==> src/apb_pkg.sv <==
`default_nettype none

package apb_pkg;

	// Offset width inside the APB window
	localparam int APB_AW = 12;

	////////////////////////////////////////////////////////////
	// APB transfer signals

	// Requester side
	typedef struct packed {
		logic				psel;
		logic				penable;
		logic				pwrite;
		logic [APB_AW-1:0]	paddr;
		logic [31:0]		pwdata;
		logic [3:0]			pstrb;
	} apb_req_t;

	// Completer side
	typedef struct packed {
		logic			pready;
		logic			pslverr;
		logic [31:0]	prdata;
	} apb_resp_t;

	////////////////////////////////////////////////////////////
	// GPIO register offsets

	// Output latch, read and write
	localparam logic [APB_AW-1:0] GPIO_OUT_OFS	= 12'h000;
	// Input pins, read only
	localparam logic [APB_AW-1:0] GPIO_IN_OFS	= 12'h004;

endpackage

`default_nettype wire

==> src/apb_gpio.sv <==
`default_nettype none

module apb_gpio import apb_pkg::*; (
	input wire logic		clk,
	input wire logic		reset,

	input wire apb_req_t	apb_req,
	output apb_resp_t		apb_resp,

	input wire logic [31:0]	gpio_in,
	output logic [31:0]		gpio_out
);

	logic access;
	logic sel_out;
	logic sel_in;
	logic illegal;

	////////////////////////////////////////////////////////////
	// Register decode

	always_comb begin
		access	= apb_req.psel && apb_req.penable;
		sel_out	= (apb_req.paddr == GPIO_OUT_OFS);
		sel_in	= (apb_req.paddr == GPIO_IN_OFS);

		// Unknown offset, or a write to the input pins
		illegal	= !(sel_out || sel_in) || (sel_in && apb_req.pwrite);
	end

	// No wait states, every access phase completes
	always_comb begin
		apb_resp.pready		= access;
		apb_resp.pslverr	= access && illegal;
		apb_resp.prdata		= '0;
		if (access && !apb_req.pwrite) begin
			if (sel_out)
				apb_resp.prdata = gpio_out;
			else if (sel_in)
				apb_resp.prdata = gpio_in;
		end
	end

	////////////////////////////////////////////////////////////
	// Output register

	// Only strobed bytes change
	always_ff @(posedge clk) begin
		if (reset) begin
			gpio_out <= '0;
		end else if (access && apb_req.pwrite && sel_out) begin
			for (int i = 0; i < 4; i++) begin
				if (apb_req.pstrb[i])
					gpio_out[8*i +: 8] <= apb_req.pwdata[8*i +: 8];
			end
		end
	end

endmodule

`default_nettype wire

==> config.mk <==
export PLATFORM = sky130hd
export DESIGN_NAME = apb_gpio
export DESIGN_NICKNAME = d
export VERILOG_FILES = /design/src/apb_pkg.sv /design/src/apb_gpio.sv
export SDC_FILE = /design/constraint.sdc
export NUM_CORES = 1
export LEC_CHECK = 0
export BUFFER_PORTS_ARGS = -buffer_cell sky130_fd_sc_hd__buf_4
export CORE_ASPECT_RATIO = 0.6
export CORE_MARGIN = 2
export CORE_UTILIZATION = 40
export CTS_BUF_LIST = sky130_fd_sc_hd__clkbuf_2
export DETAILED_ROUTE_END_ITERATION = 7
export MAX_ROUTING_LAYER = met4
export PLACE_DENSITY = 0.82
export SLEW_MARGIN = 15
export SYNTH_ARGS = -nofsm -noshare
export SYNTH_HDL_FRONTEND = slang
export SYNTH_SLANG_ARGS = --single-unit
export TNS_END_PERCENT = 10
==> constraint.sdc <==
create_clock -name clk -period 3.5 [get_ports clk]
set_clock_uncertainty 0.2 [all_clocks]
set_input_delay 0.7 -clock clk [delete_from_list [all_inputs] [get_ports clk]]
set_output_delay 0.7 -clock clk [all_outputs]
set_load 0.05 [all_outputs]
* Word level (Yosys, flattened, before mapping)
Cells that the tools add are included.
Word-level totals: bits in registers 32, latch bits 0, RAM bits 0, ROM bits 0, input port bits 85, word-level logic and storage cells 23, memories 0
Cells by class: add/subtract/negate cells 0, multiply operators 0, div/mod/pow operators 0, magnitude comparators 0, eq/ne operators 1, shifts and indexed selects 0, mux-type cells 3, bitwise gates (word level) 0, reductions and logical operators 15
Operators by type and width (count):
- two-way mux 32 bit | 3
- equality test 12 x 3 -> 1 bit, second input constant | 1
- zero test 12 bit | 1
- AND reduction 2 bit | 4
- logical AND 1 bit | 6
- zero test 1 bit | 2
- logical OR 1 bit | 2

* Logic depth before layout (Yosys ltp)
depth in word-level cells 5, mapped depth 5, depth with buffers taken out 3

* Least setup slack after synthesis
No wires, ideal clock.
path kind input-to-output, start input port apb_req[45] in the netlist's numbering, end output port apb_resp[13] in the netlist's numbering, arrival time 2.323 ns, setup slack 0.277 ns, stages 5, path buffers 2, cells stage by stage nor4_4 -> buf_4 -> buf_2 -> nand4_1 -> a21oi_1
RTL lines:
- from (decl) | line apb_gpio.sv:7 | input wire apb_req_t apb_req,
- to (decl) | line apb_gpio.sv:8 | output apb_resp_t apb_resp,

==> metrics.txt <==
Ports=151; Reg clk slew, reported paths=~0.16 ns; Initial Util=slightly above 40%; post-synthesis to final-layout area growth=49.6%; clk buf depth=2; Largest delay share family, worst path=buffers and inverters; core area=approximately 0.0056 sq mm; initial antenna violation count=0; Largest register FFs=32; vias in the first global route=2430; Final Util=roughly 62%; average cell area after synthesis=8.40 sq um; net count of the finished layout=between 400 and 500; Slew HR=between 60% and 70%; Syn Inst Count=~280; Synth Register Bits=32; # diodes=0; CP Data Arrival Time=between 2 and 2.5 ns; DRT iter0 DRCs=between 100 and 150; Vias/cell=between 5 and 6; crit-path most repeated cell=buf_4; worst reg2reg path endpoint=gpio_out[12]$_SDFFE_PP0P_; largest net degree at the start of global routing=71; IO Port Bufs=150; Crit Path Max Fanout=37; min Tclk post-route=between 3 and 4 ns; dpl cell area=between 0.003 and 0.004 sq mm; post-CTS sizing=0; DR WL/cell=about 16 microns; worst skew pair latency=approximately 0.36 ns; fin area=0.00347 sq mm; routability cong.=approximately 0.76; CP max stage cell=buf_4; hold path depth=2; HPWL after DPL=between 5000 and 6000 microns; outcome=finished, final reports clean; Hold EP=gpio_out[21]$_SDFFE_PP0P_; number of max-cap violations=0; worst-case vdd ir drop=between 0.1 and 0.15 mV; Max Freq=around 330 MHz; Mapped Nets=about 360; sequential area share after synthesis=approximately 28%; yosys warns=0; CTS H-tree lvls=2; length of the first detailed-routing pass in iterations=4; largest stage delay on the critical path=around 0.40 ns; Die Height=roughly 63 microns; antenna-violating nets left=0; Die X=just over 100 microns; Hold Crit Start=gpio_out[21]$_SDFFE_PP0P_; detailed-route DRC error count=0; period utilization=approximately 88%; cell area after synthesis=0.00232 sq mm; GRT overflow=0; Crit. End Element=primary output; die area=0.00644 sq mm; Power Total=between 700 and 800 uW; Netlist cell types=16; r2r worst-path depth=2; Largest regs=gpio_out: 32 flops; Rows=21; # hold bufs at CTS=0; routed wire length=between 7000 and 8000 microns; share of cells above drive strength 1=41.3%; sum of buffers and inverters on the critical path=3; WS Path Type=input pin to primary output; via count=approximately 2600; Critical Path, Cell by Cell=buf_4 > nor4_4 > buf_4 > nand4_1 > a21oi_1 > buf_4; leakage=1.35 nW; Reg with most FFs=gpio_out; R2R Setup Slk=roughly 2.6 ns; unrepaired setup endpoints after global routing=false; Worst setup SP type=input pin; TritonCTS Buffers=5; first-pass GRT wire length=approximately 12000 microns; Final Setup Violations=0; Final Hold Violating Endpoints=0; Hold Crit Class=flop to flop; Non-Filler Instances=484; CTS tree=built; Worst-Margin Slew=0.562 ns; PwrDens=between 200 and 250 mW/mm^2; Post-Place Cells=roughly 480; GRT Total Usage=between 20% and 30%; CTS Sinks=32; setup TNS=0 ns; clock root buffer=clkbuf_2; max-slew violations=0; r2r startpoint=gpio_out[12]$_SDFFE_PP0P_; worst path required time=2.60 ns; Post-CTS Setup Bufs=0
## cell usage after synthesis (all sizes together)
cell type | count | area, sq um
mux2i | 32 | 320
nor4b | 1 | 23.8
and2 | 1 | 6.26
dfxtp | 32 | 641
and4 | 8 | 70.1
a21oi | 32 | 160
nand3 | 2 | 10.0
nand4 | 64 | 400
nor4 | 3 | 63.8
nand2b | 65 | 407
buf | 24 | 164
clkbuf | 11 | 41.3
o211a | 1 | 10.0
## cell usage in the layout (no fill, tap or decap)
cell       netlist  routed
a21oi_1         32      32
and2_1           1       1
and4_1           8       8
buf_12           0       2
buf_4            9     153
bufinv_16        0       1
clkbuf_2         0       6
clkinv_2         0       1
dfxtp_1         32      32
mux2i_1         32      32
nand2b_1        65      65
nand3_1          2       2
nand4_1         64      64
nor4_4           3       3
nor4b_4          1       1
o211a_1          1       1
## layout make-up
type,instances,area (sq um)
flip-flops and latches,32,641
well taps,80,100
multi-input cells,209,1470
clock buffers,6,30.0
fillers,523,2100
clock inverters,2,35.0
repair buffers,155,1190
## worst max-delay path by stage
stage | start | endpoint | slack (ns) | depth (start not counted)
global route | apb_req[37] | apb_resp[13] | 0.37 | 6
finish | apb_req[37] | apb_resp[13] | 0.43 | 6
detailed placement | apb_req[37] | apb_resp[13] | 0.45 | 6
CTS | apb_req[37] | apb_resp[13] | 0.46 | 6
global placement | apb_req[37] | apb_resp[13] | 0.42 | 6
floorplan | apb_req[45] | apb_resp[13] | 0.28 | 5
## metal layers
metal,vias up,share of wire [%],GRT usage (%)
li1,1282,-,-
met1,1210,46,31.0
met2,115,46,36.7
met3,2,8.3,5.37
met4,0,0.28,4.50
met5,-,0,-
## worst min-delay path: stages, from the launching register on
cell and delay, ns:
dfxtp_1 0.36, nand2b_1 0.07, mux2i_1 0.05
## through the flow
step | hold WS, ns | setup WS [ns]
after detailed placement | 0.284 | 0.454
after CTS | 0.304 | 0.455
after floorplan | 0.504 | 0.277
after global routing | 0.325 | 0.365
after global placement | 0.277 | 0.423
final | 0.301 | 0.433
## kinds of logic (layout without fill, tap and decap cells)
group | count (synthesis) | in the layout | synth area share, %
mux | 32 | 32 | 13.8
flops | 32 | 32 | 27.6
compound gates | 33 | 33 | 7.34
simple gates | 144 | 144 | 42.3
buf+inv | 35 | 163 | 8.85
## power breakdown
part           total (mW)  switching [mW]  leakage [nW]  internal [mW]
logic               0.145          0.0616          1.05         0.0837
clock network       0.252           0.129        0.0430          0.123
registers           0.365      0.00000482         0.258          0.365
(Power assumes the default switching activity.)
